--- src/cache_pkg.sv ---
`default_nettype none

package cache_pkg;

	// Data words and byte addresses share one width.
	localparam int word_w = 16;

	// Address split into tag, line index and byte offset within the line.
	localparam int tag_w    = 5;
	localparam int index_w  = 8;
	localparam int offset_w = 3;

	// Direct-mapped geometry.
	localparam int lines          = 256;
	localparam int words_per_line = 4;

	// Cycles from a read strobe to valid read data.
	localparam int mem_rd_latency = 2;

	// Power-up memory content is the byte address XOR this key.
	localparam logic [word_w-1:0] mem_init_key = 16'h5a5a;

	// Controller states.
	typedef enum logic [3:0] {
		st_idle,
		st_cmp_rd,
		st_cmp_wr,
		st_evict0,
		st_evict1,
		st_evict2,
		st_evict3,
		st_alloc0,
		st_alloc1,
		st_alloc2,
		st_alloc3,
		st_aw0,
		st_aw1
	} ctrl_state_t;

endpackage

`default_nettype wire

--- src/cache_ctrl.sv ---
`default_nettype none

module cache_ctrl (
	input wire clk,
	input wire rst,
	input wire ld,
	input wire st,
	input wire [cache_pkg::word_w-1:0] address,
	input wire [cache_pkg::word_w-1:0] data_sys,
	input wire hit,
	input wire dirty,
	input wire valid,
	input wire [cache_pkg::tag_w-1:0] tag_out,
	input wire [cache_pkg::word_w-1:0] data_out,
	input wire [cache_pkg::word_w-1:0] data_mem,
	output logic en,
	output logic cmp,
	output logic write,
	output logic valid_in,
	output logic [cache_pkg::tag_w-1:0] tag_in,
	output logic [cache_pkg::index_w-1:0] index,
	output logic [cache_pkg::offset_w-1:0] offset_in,
	output logic [cache_pkg::word_w-1:0] cache_data_in,
	output logic wr,
	output logic rd,
	output logic [cache_pkg::word_w-1:0] mem_addr,
	output logic [cache_pkg::word_w-1:0] mem_data_out,
	output logic [cache_pkg::word_w-1:0] data_out_sys,
	output logic done,
	output logic cache_hit,
	output logic stall
);

	cache_pkg::ctrl_state_t state, nxt_state;

	// Request captured at the strobe.
	logic req_st;
	logic [cache_pkg::word_w-1:0] req_addr;
	logic [cache_pkg::word_w-1:0] req_data;
	logic [cache_pkg::tag_w-1:0] victim_tag;

	logic [cache_pkg::tag_w-1:0] req_tag;
	logic [cache_pkg::index_w-1:0] req_index;
	logic [cache_pkg::offset_w-2:0] req_word;

	logic evicting;
	logic reading;
	logic filling;
	logic [cache_pkg::offset_w-2:0] ev_word;
	logic [cache_pkg::offset_w-2:0] rd_word;
	logic [cache_pkg::offset_w-2:0] fill_word;

	logic accept;
	logic [cache_pkg::word_w-1:0] data_now;
	logic [cache_pkg::word_w-1:0] data_hold;

	assign req_tag   = req_addr[cache_pkg::word_w-1 -: cache_pkg::tag_w];
	assign req_index = req_addr[cache_pkg::offset_w +: cache_pkg::index_w];
	assign req_word  = req_addr[cache_pkg::offset_w-1:1];

	assign accept = (state == cache_pkg::st_idle) && (ld || st);
	assign stall  = (state != cache_pkg::st_idle);

	always_comb begin
		nxt_state = state;
		case (state)
			cache_pkg::st_idle: begin
				if (ld)
					nxt_state = cache_pkg::st_cmp_rd;
				else if (st)
					nxt_state = cache_pkg::st_cmp_wr;
			end
			cache_pkg::st_cmp_rd, cache_pkg::st_cmp_wr: begin
				if (hit)
					nxt_state = cache_pkg::st_idle;
				else if (valid && dirty)
					nxt_state = cache_pkg::st_evict0;
				else
					nxt_state = cache_pkg::st_alloc0;
			end
			cache_pkg::st_evict0: nxt_state = cache_pkg::st_evict1;
			cache_pkg::st_evict1: nxt_state = cache_pkg::st_evict2;
			cache_pkg::st_evict2: nxt_state = cache_pkg::st_evict3;
			cache_pkg::st_evict3: nxt_state = cache_pkg::st_alloc0;
			cache_pkg::st_alloc0: nxt_state = cache_pkg::st_alloc1;
			cache_pkg::st_alloc1: nxt_state = cache_pkg::st_alloc2;
			cache_pkg::st_alloc2: nxt_state = cache_pkg::st_alloc3;
			cache_pkg::st_alloc3: nxt_state = cache_pkg::st_aw0;
			cache_pkg::st_aw0: nxt_state = cache_pkg::st_aw1;
			default: nxt_state = cache_pkg::st_idle;
		endcase
	end

	// Reads run two states ahead of the fill that consumes them.
	always_comb begin
		evicting  = 1'b0;
		reading   = 1'b0;
		filling   = 1'b0;
		ev_word   = 2'd0;
		rd_word   = 2'd0;
		fill_word = 2'd0;
		case (state)
			cache_pkg::st_evict0: evicting = 1'b1;
			cache_pkg::st_evict1: begin
				evicting = 1'b1;
				ev_word  = 2'd1;
			end
			cache_pkg::st_evict2: begin
				evicting = 1'b1;
				ev_word  = 2'd2;
			end
			cache_pkg::st_evict3: begin
				evicting = 1'b1;
				ev_word  = 2'd3;
			end
			cache_pkg::st_alloc0: reading = 1'b1;
			cache_pkg::st_alloc1: begin
				reading = 1'b1;
				rd_word = 2'd1;
			end
			cache_pkg::st_alloc2: begin
				reading = 1'b1;
				rd_word = 2'd2;
				filling = 1'b1;
			end
			cache_pkg::st_alloc3: begin
				reading   = 1'b1;
				rd_word   = 2'd3;
				filling   = 1'b1;
				fill_word = 2'd1;
			end
			cache_pkg::st_aw0: begin
				filling   = 1'b1;
				fill_word = 2'd2;
			end
			cache_pkg::st_aw1: begin
				filling   = 1'b1;
				fill_word = 2'd3;
			end
			default: ;
		endcase
	end

	always_comb begin
		en            = 1'b0;
		cmp           = 1'b0;
		write         = 1'b0;
		valid_in      = 1'b0;
		tag_in        = req_tag;
		index         = req_index;
		offset_in     = req_addr[cache_pkg::offset_w-1:0];
		cache_data_in = req_data;
		wr            = 1'b0;
		rd            = reading;
		mem_addr      = {req_tag, req_index, rd_word, 1'b0};
		mem_data_out  = data_out;
		done          = 1'b0;
		cache_hit     = 1'b0;

		// Idle looks up the incoming address so the victim tag is ready at the strobe.
		if (state == cache_pkg::st_idle) begin
			tag_in    = address[cache_pkg::word_w-1 -: cache_pkg::tag_w];
			index     = address[cache_pkg::offset_w +: cache_pkg::index_w];
			offset_in = address[cache_pkg::offset_w-1:0];
		end

		if (state == cache_pkg::st_cmp_rd || state == cache_pkg::st_cmp_wr) begin
			en        = 1'b1;
			cmp       = 1'b1;
			write     = (state == cache_pkg::st_cmp_wr);
			valid_in  = 1'b1;
			done      = hit;
			cache_hit = hit;
		end

		if (evicting) begin
			en        = 1'b1;
			offset_in = {ev_word, 1'b0};
			wr        = 1'b1;
			mem_addr  = {victim_tag, req_index, ev_word, 1'b0};
		end

		if (filling) begin
			en        = 1'b1;
			write     = 1'b1;
			valid_in  = 1'b1;
			offset_in = {fill_word, 1'b0};
			// Last fill of a store doubles as a compare-write to mark the line dirty.
			cmp       = req_st && (state == cache_pkg::st_aw1);
			if (!(req_st && fill_word == req_word))
				cache_data_in = data_mem;
			done = (fill_word == req_word);
		end
	end

	assign data_now     = filling ? cache_data_in : (req_st ? req_data : data_out);
	assign data_out_sys = done ? data_now : data_hold;

	always_ff @(posedge clk) begin
		if (rst) begin
			state  <= cache_pkg::st_idle;
			req_st <= 1'b0;
		end else begin
			state <= nxt_state;
			if (accept)
				req_st <= !ld;
		end
	end

	always_ff @(posedge clk) begin
		if (accept) begin
			req_addr   <= address;
			req_data   <= data_sys;
			victim_tag <= tag_out;
		end
		if (done)
			data_hold <= data_now;
	end

endmodule

`default_nettype wire

--- config.mk ---
export PLATFORM = sky130hd
export DESIGN_NAME = cache_ctrl
export DESIGN_NICKNAME = d
export VERILOG_FILES = /design/src/cache_pkg.sv /design/src/cache_ctrl.sv
export SDC_FILE = /design/constraint.sdc
export NUM_CORES = 1
export LEC_CHECK = 0
export ABC_AREA = 1
export ABC_CLOCK_PERIOD_IN_PS = 4790
export BUFFER_PORTS_ARGS = -buffer_cell sky130_fd_sc_hd__buf_2
export CAP_MARGIN = 20
export CORE_MARGIN = 1.5
export CORE_UTILIZATION = 25
export DETAILED_ROUTE_END_ITERATION = 10
export PLACE_DENSITY_LB_ADDON = 0.3
export SYNTH_ARGS = -nofsm -noshare
export SYNTH_HDL_FRONTEND = slang
export SYNTH_SLANG_ARGS = --single-unit
--- constraint.sdc ---
create_clock -name clk -period 4.79 [get_ports clk]
set_input_delay 1.1975 -clock clk [delete_from_list [all_inputs] [get_ports clk]]
set_output_delay 1.1975 -clock clk [all_outputs]
set_load 0.1 [all_outputs]
# Yosys cells after proc, flatten, opt, wreduce, memory -nomap -nowiden
# Cells that the tools add are included.
# classes
addsub,0
multipliers,0
div,0
n_lt_le_gt_ge,0
n_eq_ne,14
shifts,0
muxes,32
bitwise,0
n_reduce_logical,13
# op_table
operator,n
$mux 16,6
$pmux 4 s11,1
$eq 4x4->1 const B,5
$pmux 2 s3,3
$eq 4x3->1 const B,4
$mux 3,5
$mux 1,13
$reduce_or 4->1,3
$eq 4x2->1 const B,2
$mux 4,2
$mux 8,1
$mux 5,1
$eq 4x1->1 const B,1
$logic_and 1x1->1,4
$logic_not 4->1,1
$reduce_bool 4->1,1
$ne 3x3->1 const B,1
$eq 2x2->1,1
$logic_or 1x1->1,2
$reduce_or 2->1,1
$logic_not 1->1,1
# totals
reg_bits,58
latch_bits,0
ramBits,0
mem_bits_ro,0
input_bits,76
output_inout_bits,89
elab_cells,65
n_memories,0

# Longest topological paths before layout
# Gate-level depths: netlist of the first run.
# depth
ltp_word,8
mapped_depth,13
ltp_nobuf,12

# Least setup slack after synthesis of the first run
# Ideal clock, no wire load.
# synth_path
path_type,input -> output
from,input port address[0] (netlist bit)
to,output port offset_in[0] (netlist bit)
t_arrival_ps,4168
t_required_ps,3593
setup_slack_ps,-576
cell_stages,2
n_path_buf,0
cell_sequence,nor2_1 > nor4_1
# synth_via
elab_chain_len,3
# synth_rtl
element,line,source
"start, declared",cache_ctrl.sv:8,"input wire [cache_pkg::word_w-1:0] address,"
$mux 3,cache_ctrl.sv:161,if (state == cache_pkg::st_idle) begin
$mux 3,cache_ctrl.sv:176,if (evicting) begin
$mux 3,cache_ctrl.sv:183,if (filling) begin
"end, declared",cache_ctrl.sv:22,"output logic [cache_pkg::offset_w-1:0] offset_in,"
# No other way between the ends.

# Worst setup path in the final report of the first run
# layout_path
from,register state[0]
to,output port data_out_sys[0] (netlist bit)
# layout_via
elab_chain_len,8
elab_cells_between_ends,18
cone_classes,7 x eq/ne; 8 x mux; 3 x reduce/logical
# layout_rtl
element,line,source
"start, declared",cache_ctrl.sv:34,"cache_pkg::ctrl_state_t state, nxt_state;"
"start signal, assigned",cache_ctrl.sv:201,state <= cache_pkg::st_idle;
"start signal, assigned",cache_ctrl.sv:204,state <= nxt_state;
$eq 4x4->1,cache_ctrl.sv:102,case (state)
$pmux 2 s3,cache_ctrl.sv:102,
$eq 2x2->1,"cache_ctrl.sv:190, cache_ctrl.sv:192",
$logic_and 1x1->1,cache_ctrl.sv:190,if (!(req_st && fill_word == req_word))
$mux 16,cache_ctrl.sv:190,
$mux 16,cache_ctrl.sv:183,
$mux 16,cache_ctrl.sv:196,assign data_now = filling ? cache_data_in : (req_st ? req_data : data_out);
$mux 16 *,--,
"end, declared",cache_ctrl.sv:28,"output logic [cache_pkg::word_w-1:0] data_out_sys,"
# Every way passes the cells marked *; elsewhere a longest branch is shown, timed or not.

==> metrics.sh, run 1 <==
SYNTH.CELL_AREA_SQ_UM=3330
CRITICAL_PATH.MAX_STAGE_DELAY_NS=0.47
FP-ROW-COUNT=41
AREA_GROWTH_SYN_TO_LAYOUT_PCT=31.9
GRT_PASS1_VIAS=3126
SYNTH_XOR_XNOR_AREA_SHARE_PCT=0
CRITICAL_PATH.TOP_DELAY_FAMILY='simple AND/OR/NAND/NOR gates'
CTS_SINK_CNT=58
YOSYSWARNINGS=0
GRT.BUSIEST_LAYER='met2'
CTS_MADE_BUFFERS=9
TIMING.CRITICAL_PATH.FROM_TYPE='flop'
TIMING.FINAL.CRIT_SHARE_PCT=86.2
TIMING.FINAL.MAX_SLEW_VIOLATIONS=0
WORSTMARGINPINSLEW_NS=0.860
CTSHOLDBUFFERS=0
NUMBER_OF_BUFFER_CELLS_ADDED_ON_PRIMARY_PORTS=163
CORE-AREA_SQ_UM=12800
WORSTSKEWPAIRLATENCY_NS=0.33
ENDPOINT_KIND='output port'
WORST_CLOCK_SKEW_NS=0.0105
SETUP_TOTAL_NEGATIVE_SLACK_NS=0
POST_DRT_WL_PER_CELL_MICRONS=13.1
STARTPOINT='state[0]$_SDFFE_PP0P_'
CP.REQUIRED_NS=3.59
CLK_PIN_SLEW_NS=0.06
FINAL_ROUTED_WIRELENGTH_MICRONS=9660
OUTCOME='complete, no violations'
LAYOUT-DRIVE-GT1-SHARE_PCT=37.9
MET3_USAGE_PCT=5.65
DRT.ANTENNA.VIOLATING_NETS=0
PLACE.GP.CONGESTION=0.801
POST_SYNTH_NUM_CELL_TYPES=31
MULTI_INPUT_COMB_AREA_SQ_UM=1420
GLOBAL_ROUTE.USAGE.MET1_PCT=15.9
REPORT.FINAL.HOLD_VIOL_COUNT=0
ITERATION_0_DRC_MARKERS=239
FINALSETUPVIOLATIONS=0
WORSTREG2REGSTART='state[2]$_SDFFE_PP0P_'
TIMING.REG2REG.SETUP_SLACK_NS=2.40
SYNTH_COMPOUND_AREA_SHARE_PCT=4.33
ROUTED_VIA_COUNT_DIVIDED_BY_CELL_COUNT=4.42
CLOCKROOTBUFFER='clkbuf_16'
NUMBER_OF_ENABLE_TYPE_REGISTER_CELLS_IN_THE_SYNTHESIZED_NETLIST=37
SYNTH_TOP_FLOP_CELL='edfxtp_1'
GRT_UTIL_ALL_LAYERS_PCT=13.9
CLOCK_TREE.HTREE_LEVEL_COUNT=3
SYNTH_SEQ_CELLS=58
YS_SEQ_AREA_SHARE_PCT=46.0
WORSTPATHARRIVAL_NS=2.93
POSTSYNTH.ASYNCRESETSHARE_PCT=0
TIMING.CRITICAL_PATH.TO='data_out_sys[0]'
UNREPAIRED_SETUP_ENDPOINTS_AFTER_GLOBAL_ROUTING='no'
WORSTREG2REGEND='req_data[12]$_DFFE_PP_'
NUM_VIAS=3265
SYNTH.NET_COUNT=502
NNETSFINAL=638
CP_COMMON_CELL='nand2_1'
POSTSYNTHCELLCOUNT=426
CTS_MAX_PATH_BUFFERS=2
ANTENNA_FOUND_INITIAL=0
DRT_PASS1_ITERATIONS=4
DRCVIOLATIONCOUNT=0
POSTSYNTHAREAPERCELL_SQ_UM=7.81
PIN_COUNT_OF_THE_BIGGEST_NET_ENTERING_GLOBAL_ROUTING=54
WORST-PATH-BUF-INV=3
SETUP.WORST_PATH.CLASS='reg2out'
POST-ROUTE-MIN-PERIOD_NS=4.13
FMAX_ACHIEVED_MHz=242
ANTENNA_CELLS=0
IOPINCOUNT=165
TRITONCTS='built'
POST_SYNTH_MUX_AREA_SHARE_PCT=0.602
GRT_OVERFLOW=0
FLOORPLAN.DIE.WIDTH_MICRONS=118
MET2_USAGE_PCT=23.6
POST_CTS.REPAIR.SETUP_BUFFERS=0
NFILLCELLS=1347
R2R.WORST_PATH.CELLS=5
SLOWEST_STAGE='nand2_4'
TIMING.MAX_CAP.VIOLATIONS=0
DP_HPWL_MICRONS=7320
CRITICAL_PATH_DEPTH=11
CRIT_CHAIN='nand2_1, clkinv_2, nor2_2, nand2_1, nand2_4, nand2_8, o21ai_4, buf_4, nand2_1, nand2_1, buf_2'
FIRST_PASS_GRT_WIRE_LENGTH_MICRONS=15400
START_UTIL_PCT=26.0
MAX-SLEW-MARGIN-REL_PCT=42.5
CRITICAL_PATH_PEAK_FANOUT=53
YOSYS.AREA_SHARE.ADDER_PCT=0
DIE-HEIGHT_MICRONS=118
AREA.SEQUENTIAL_SQ_UM=1530
DIE_AREA_SQ_UM=14000
CTS.REPAIR.RESIZED=0
WORST_HOLD_PATH_TYPE='reg2reg'
SYNTHSIMPLEGATEAREAFRAC_PCT=37.1
COMBINATIONAL_FAMILY_WITH_THE_MOST_AREA_AFTER_SYNTHESIS='simple AND/OR/NAND/NOR gates'
[worst reg2reg max path, cell delays in order (launching register included)]
cell,delay (ns)
dfxtp_1,0.36
nor2_1,0.30
nand2_1,0.13
buf_4,0.22
a21oi_4,0.68
buf_4,0.38
[metrics by stage]
stage	utilization (%)	worst slack, ns	hold slack (ns)	std cells	cell area, sq um
2_1_floorplan	-	0.117	0.640	426	3330
3_3_place_gp	32.1	0.961	0.432	723	4100
3_5_place_dp	32.1	0.919	0.435	723	4100
4_1_cts	34.4	0.644	0.449	739	4390
5_1_grt	34.4	0.391	0.462	739	4390
6_report	34.4	0.659	0.447	739	4390
[flip-flops by register name, indices dropped and copies added, names as in the netlist]
| name | flops |
|---|---|
| data_hold | 16 |
| req_addr | 16 |
| req_data | 16 |
| req_st | 1 |
| state | 4 |
| victim_tag | 5 |
[kinds of logic (layout without fill, tap and decap cells)]
logic type,after synthesis,count (layout)
multiplexers,2,2
flip-flops,58,58
buffers and inverters,65,206
AO/OA/AOI/OAI,25,25
AND/OR/NAND/NOR,275,275
other,1,1
[Yosys cell counts, types with 2 or more instances]
library cell	n	share of area, %
buf_6	4	1.4
nor2_2	16	3.0
nor2_1	27	3.0
o21ai_0	15	2.3
a21oi_1	5	0.75
nand3_1	53	8.0
clkbuf_1	3	0.34
mux2i_1	2	0.60
nand2_2	4	0.75
nand2_1	162	18
buf_2	7	1.1
nor3_1	3	0.45
edfxtp_1	37	33
inv_1	19	2.1
nand2_4	5	1.7
buf_4	29	6.5
dfxtp_1	21	13
[per-layer routing]
metal | up-vias | routed length [microns] | share of wire, %
met1 | 1472 | 3970 | 41
met2 | 162 | 4560 | 47
met3 | 10 | 1010 | 10
met4 | 0 | 128 | 1.3
li1 | 1621 | - | -
met5 | - | 0 | 0
[worst min-delay path by stage]
stage | startpoint | cells past startpoint | end
4_1_cts | data_hold[4]$_DFF_P_ | 2 | data_hold[4]$_DFF_P_
3_3_place_gp | data_hold[5]$_DFF_P_ | 2 | data_hold[5]$_DFF_P_
6_report | data_hold[4]$_DFF_P_ | 2 | data_hold[4]$_DFF_P_
5_1_grt | data_hold[7]$_DFF_P_ | 2 | data_hold[7]$_DFF_P_
2_1_floorplan | state[2]$_SDFFE_PP0P_ | 3 | state[3]$_SDFFE_PP0P_
3_5_place_dp | data_hold[4]$_DFF_P_ | 2 | data_hold[4]$_DFF_P_
[final cells by class]
class / instances / share of cell area [%]
clock buffers: 9 / 5.13
inverters: 22 / 1.91
repair buffers: 168 / 19.4
multi-input cells: 303 / 32.3
clock inverters: 7 / 1.37
well taps: 172 / 4.90
flip-flops and latches: 58 / 34.9
[layout by cell type (no fill, tap or decap), types with 4 or more instances in the layout]
cell / synthesis / routed
nor2_1: 27 / 27
buf_2: 7 / 163
edfxtp_1: 37 / 37
nand3_1: 53 / 53
inv_1: 19 / 19
clkinv_2: 1 / 4
a21oi_1: 5 / 4
nor2_2: 16 / 16
nand2_2: 4 / 4
nand2_4: 5 / 5
nand2_1: 162 / 162
buf_4: 29 / 5
clkbuf_16: 0 / 9
dfxtp_1: 21 / 21
o21ai_0: 15 / 15
Power of run 1 is not shown: default switching activity piles up to over one toggle a cycle in this logic, so the estimate is an artifact.
==> run 2, diff against run 1 <==
--- a/config.mk
+++ b/config.mk
@@ -7,12 +7,12 @@
 export LEC_CHECK = 0
 export ABC_AREA = 1
 export ABC_CLOCK_PERIOD_IN_PS = 4790
-export BUFFER_PORTS_ARGS = -buffer_cell sky130_fd_sc_hd__buf_2
 export CAP_MARGIN = 20
 export CORE_MARGIN = 1.5
 export CORE_UTILIZATION = 25
 export DETAILED_ROUTE_END_ITERATION = 10
-export PLACE_DENSITY_LB_ADDON = 0.3
+export DONT_BUFFER_PORTS = 1
+export PLACE_DENSITY = 0.47
 export SYNTH_ARGS = -nofsm -noshare
 export SYNTH_HDL_FRONTEND = slang
 export SYNTH_SLANG_ARGS = --single-unit
==> run 2 against run 1 <==
  * Maximum frequency is 0.51% higher
  * Clock skew hardly changed
  * Largest cell class unchanged
  * Hold slack better by 0.069 ns
  * Critical endpoint is now data_out_sys[9]
==> metrics.sh, run 2 (same netlist as run 1, synthesis figures left out) <==
WORSTSKEWPAIRLATENCY_NS=0.33
DRCVIOLATIONCOUNT=0
ANTENNA_FOUND_INITIAL=2
FP-ROW-COUNT=41
CTS.REPAIR.RESIZED=0
TIMING.FINAL.CRIT_SHARE_PCT=85.8
OUTCOME='complete, no violations'
SETUP_TOTAL_NEGATIVE_SLACK_NS=0
PLACE.GP.CONGESTION=0.779
NNETSFINAL=531
TIMING.CRITICAL_PATH.FROM_TYPE='flop'
FIRST_PASS_GRT_WIRE_LENGTH_MICRONS=14900
GRT_UTIL_ALL_LAYERS_PCT=14.1
STARTPOINT='state[0]$_SDFFE_PP0P_'
WORST_CLOCK_SKEW_NS=0.0106
MAX-SLEW-MARGIN-REL_PCT=27.3
POST_DRT_WL_PER_CELL_MICRONS=14.8
SLOWEST_STAGE='nand2_4'
POST-ROUTE-MIN-PERIOD_NS=4.11
DRT.ANTENNA.VIOLATING_NETS=0
WORST_HOLD_PATH_TYPE='reg2reg'
CTS_MADE_BUFFERS=9
CRITICAL_PATH_PEAK_FANOUT=39
GRT_PASS1_VIAS=2853
CORE-AREA_SQ_UM=12800
TIMING.MAX_CAP.VIOLATIONS=0
CTS_SINK_CNT=58
AREA_GROWTH_SYN_TO_LAYOUT_PCT=26.5
ITERATION_0_DRC_MARKERS=138
CTSHOLDBUFFERS=0
WORSTPATHARRIVAL_NS=2.91
MIN_FROM='data_hold[8]$_DFF_P_'
POST_CTS.REPAIR.SETUP_BUFFERS=0
GRT_OVERFLOW=0
NUMBER_OF_BUFFER_CELLS_ADDED_ON_PRIMARY_PORTS=0
CLK_PIN_SLEW_NS=0.06
FINALSETUPVIOLATIONS=0
SETUP.WORST_PATH.CLASS='reg2out'
FINAL_ROUTED_WIRELENGTH_MICRONS=9380
TRITONCTS='built'
DRT_PASS1_ITERATIONS=4
WORSTMARGINPINSLEW_NS=1.09
CP.REQUIRED_NS=3.59
FINAL_COMMON_CELL='nand2_1'
ROUTED_VIA_COUNT_DIVIDED_BY_CELL_COUNT=4.43
LAYOUT-DRIVE-GT1-SHARE_PCT=26.7
NUM_VIAS=2807
COMMONEST_CELLS_AFTER_ROUTING_FILL_AND_TAPS_ASIDE='162 x nand2_1, 53 x nand3_1, 53 x buf_4, 37 x edfxtp_1, 27 x nor2_1'
CLOCK_TREE.HTREE_LEVEL_COUNT=3
FMAX_ACHIEVED_MHz=243
CRIT_CHAIN='nand2_1, clkinv_2, nor2_2, nand2_1, nand2_4, nand2_8, o21ai_4, buf_4, nand2_1, nand2_1, buf_4'
CLOCKROOTBUFFER='clkbuf_16'
DIE-HEIGHT_MICRONS=118
IOPINCOUNT=165
ENDPOINT_KIND='output port'
REPORT.FINAL.HOLD_VIOL_COUNT=0
UNREPAIRED_SETUP_ENDPOINTS_AFTER_GLOBAL_ROUTING='no'
REGS_BY_FF_COUNT='data_hold: 16 flops, req_addr: 16 flops, req_data: 16 flops'
TIMING.FINAL.MAX_SLEW_VIOLATIONS=0
DP_HPWL_MICRONS=6980
PIN_COUNT_OF_THE_BIGGEST_NET_ENTERING_GLOBAL_ROUTING=40
DIE_AREA_SQ_UM=14000
START_UTIL_PCT=26.0
CP_COMMON_CELL='nand2_1'
CRITICAL_PATH.MAX_STAGE_DELAY_NS=0.42
FLOORPLAN.DIE.WIDTH_MICRONS=118
CTS_MAX_PATH_BUFFERS=2
WORSTREG2REGSTART='state[0]$_SDFFE_PP0P_'
## run 2: cell count changes in the layout (fill, tap and decap cells not counted), moves of 7 or more
cell / previous run / this run
o21ai_0: 15 / 4
o21ai_2: 0 / 10
buf_12: 0 / 7
buf_4: 5 / 53
buf_2: 163 / 0
## run 2: metrics by stage
step	hold WS, ns	instances	utilization [%]	setup slack (ns)	area, sq um
detailed placement	0.501	616	30.4	1.01	3880
floorplan	0.640	426	-	0.117	3330
finish	0.515	634	32.9	0.680	4210
global route	0.528	632	32.9	0.386	4200
CTS	0.516	632	32.9	0.628	4200
global placement	0.498	615	30.2	1.04	3860
## run 2: final cells by class
type | count | area, sq um
Sequential cell | 58 | 1530
Timing Repair Buffer | 61 | 566
Fill cell | 1326 | 8570
Clock inverter | 7 | 93.8
Antenna cell | 2 | 5.00
Inverter | 22 | 83.8
Clock buffer | 9 | 225
Multi-Input combinational cell | 303 | 1490
Tap cell | 172 | 215
## run 2: per-layer routing
| layer | global-route usage, % | vias to the layer above | share of wire [%] |
|---|---|---|---|
| li1 | - | 1415 | - |
| met3 | 8.74 | 11 | 14 |
| met2 | 23.1 | 155 | 47 |
| met1 | 14.5 | 1226 | 38 |
| met5 | 0 | - | 0 |
| met4 | 5.49 | 0 | 1.8 |
## run 2: worst max-delay path: cells and delay by family (launching register included)
| family | cells | cell delay (ns) |
|---|---|---|
| AOI/OAI and AO/OA | 1 | 0.22 |
| buffers and inverters | 3 | 0.78 |
| DFF | 1 | 0.35 |
| and+or+nand+nor | 7 | 1.20 |
## run 2: worst paths after layout
check                          endpoint  slack (ns)  cells after the start
hold reg to reg    data_hold[8]$_DFF_P_        0.52                      2
hold / removal     data_hold[8]$_DFF_P_        0.52                      2
setup reg to reg  data_hold[15]$_DFF_P_        1.93                     10
setup / recovery        data_out_sys[9]        0.68                     11
Power of run 2 is left out for the same reason.
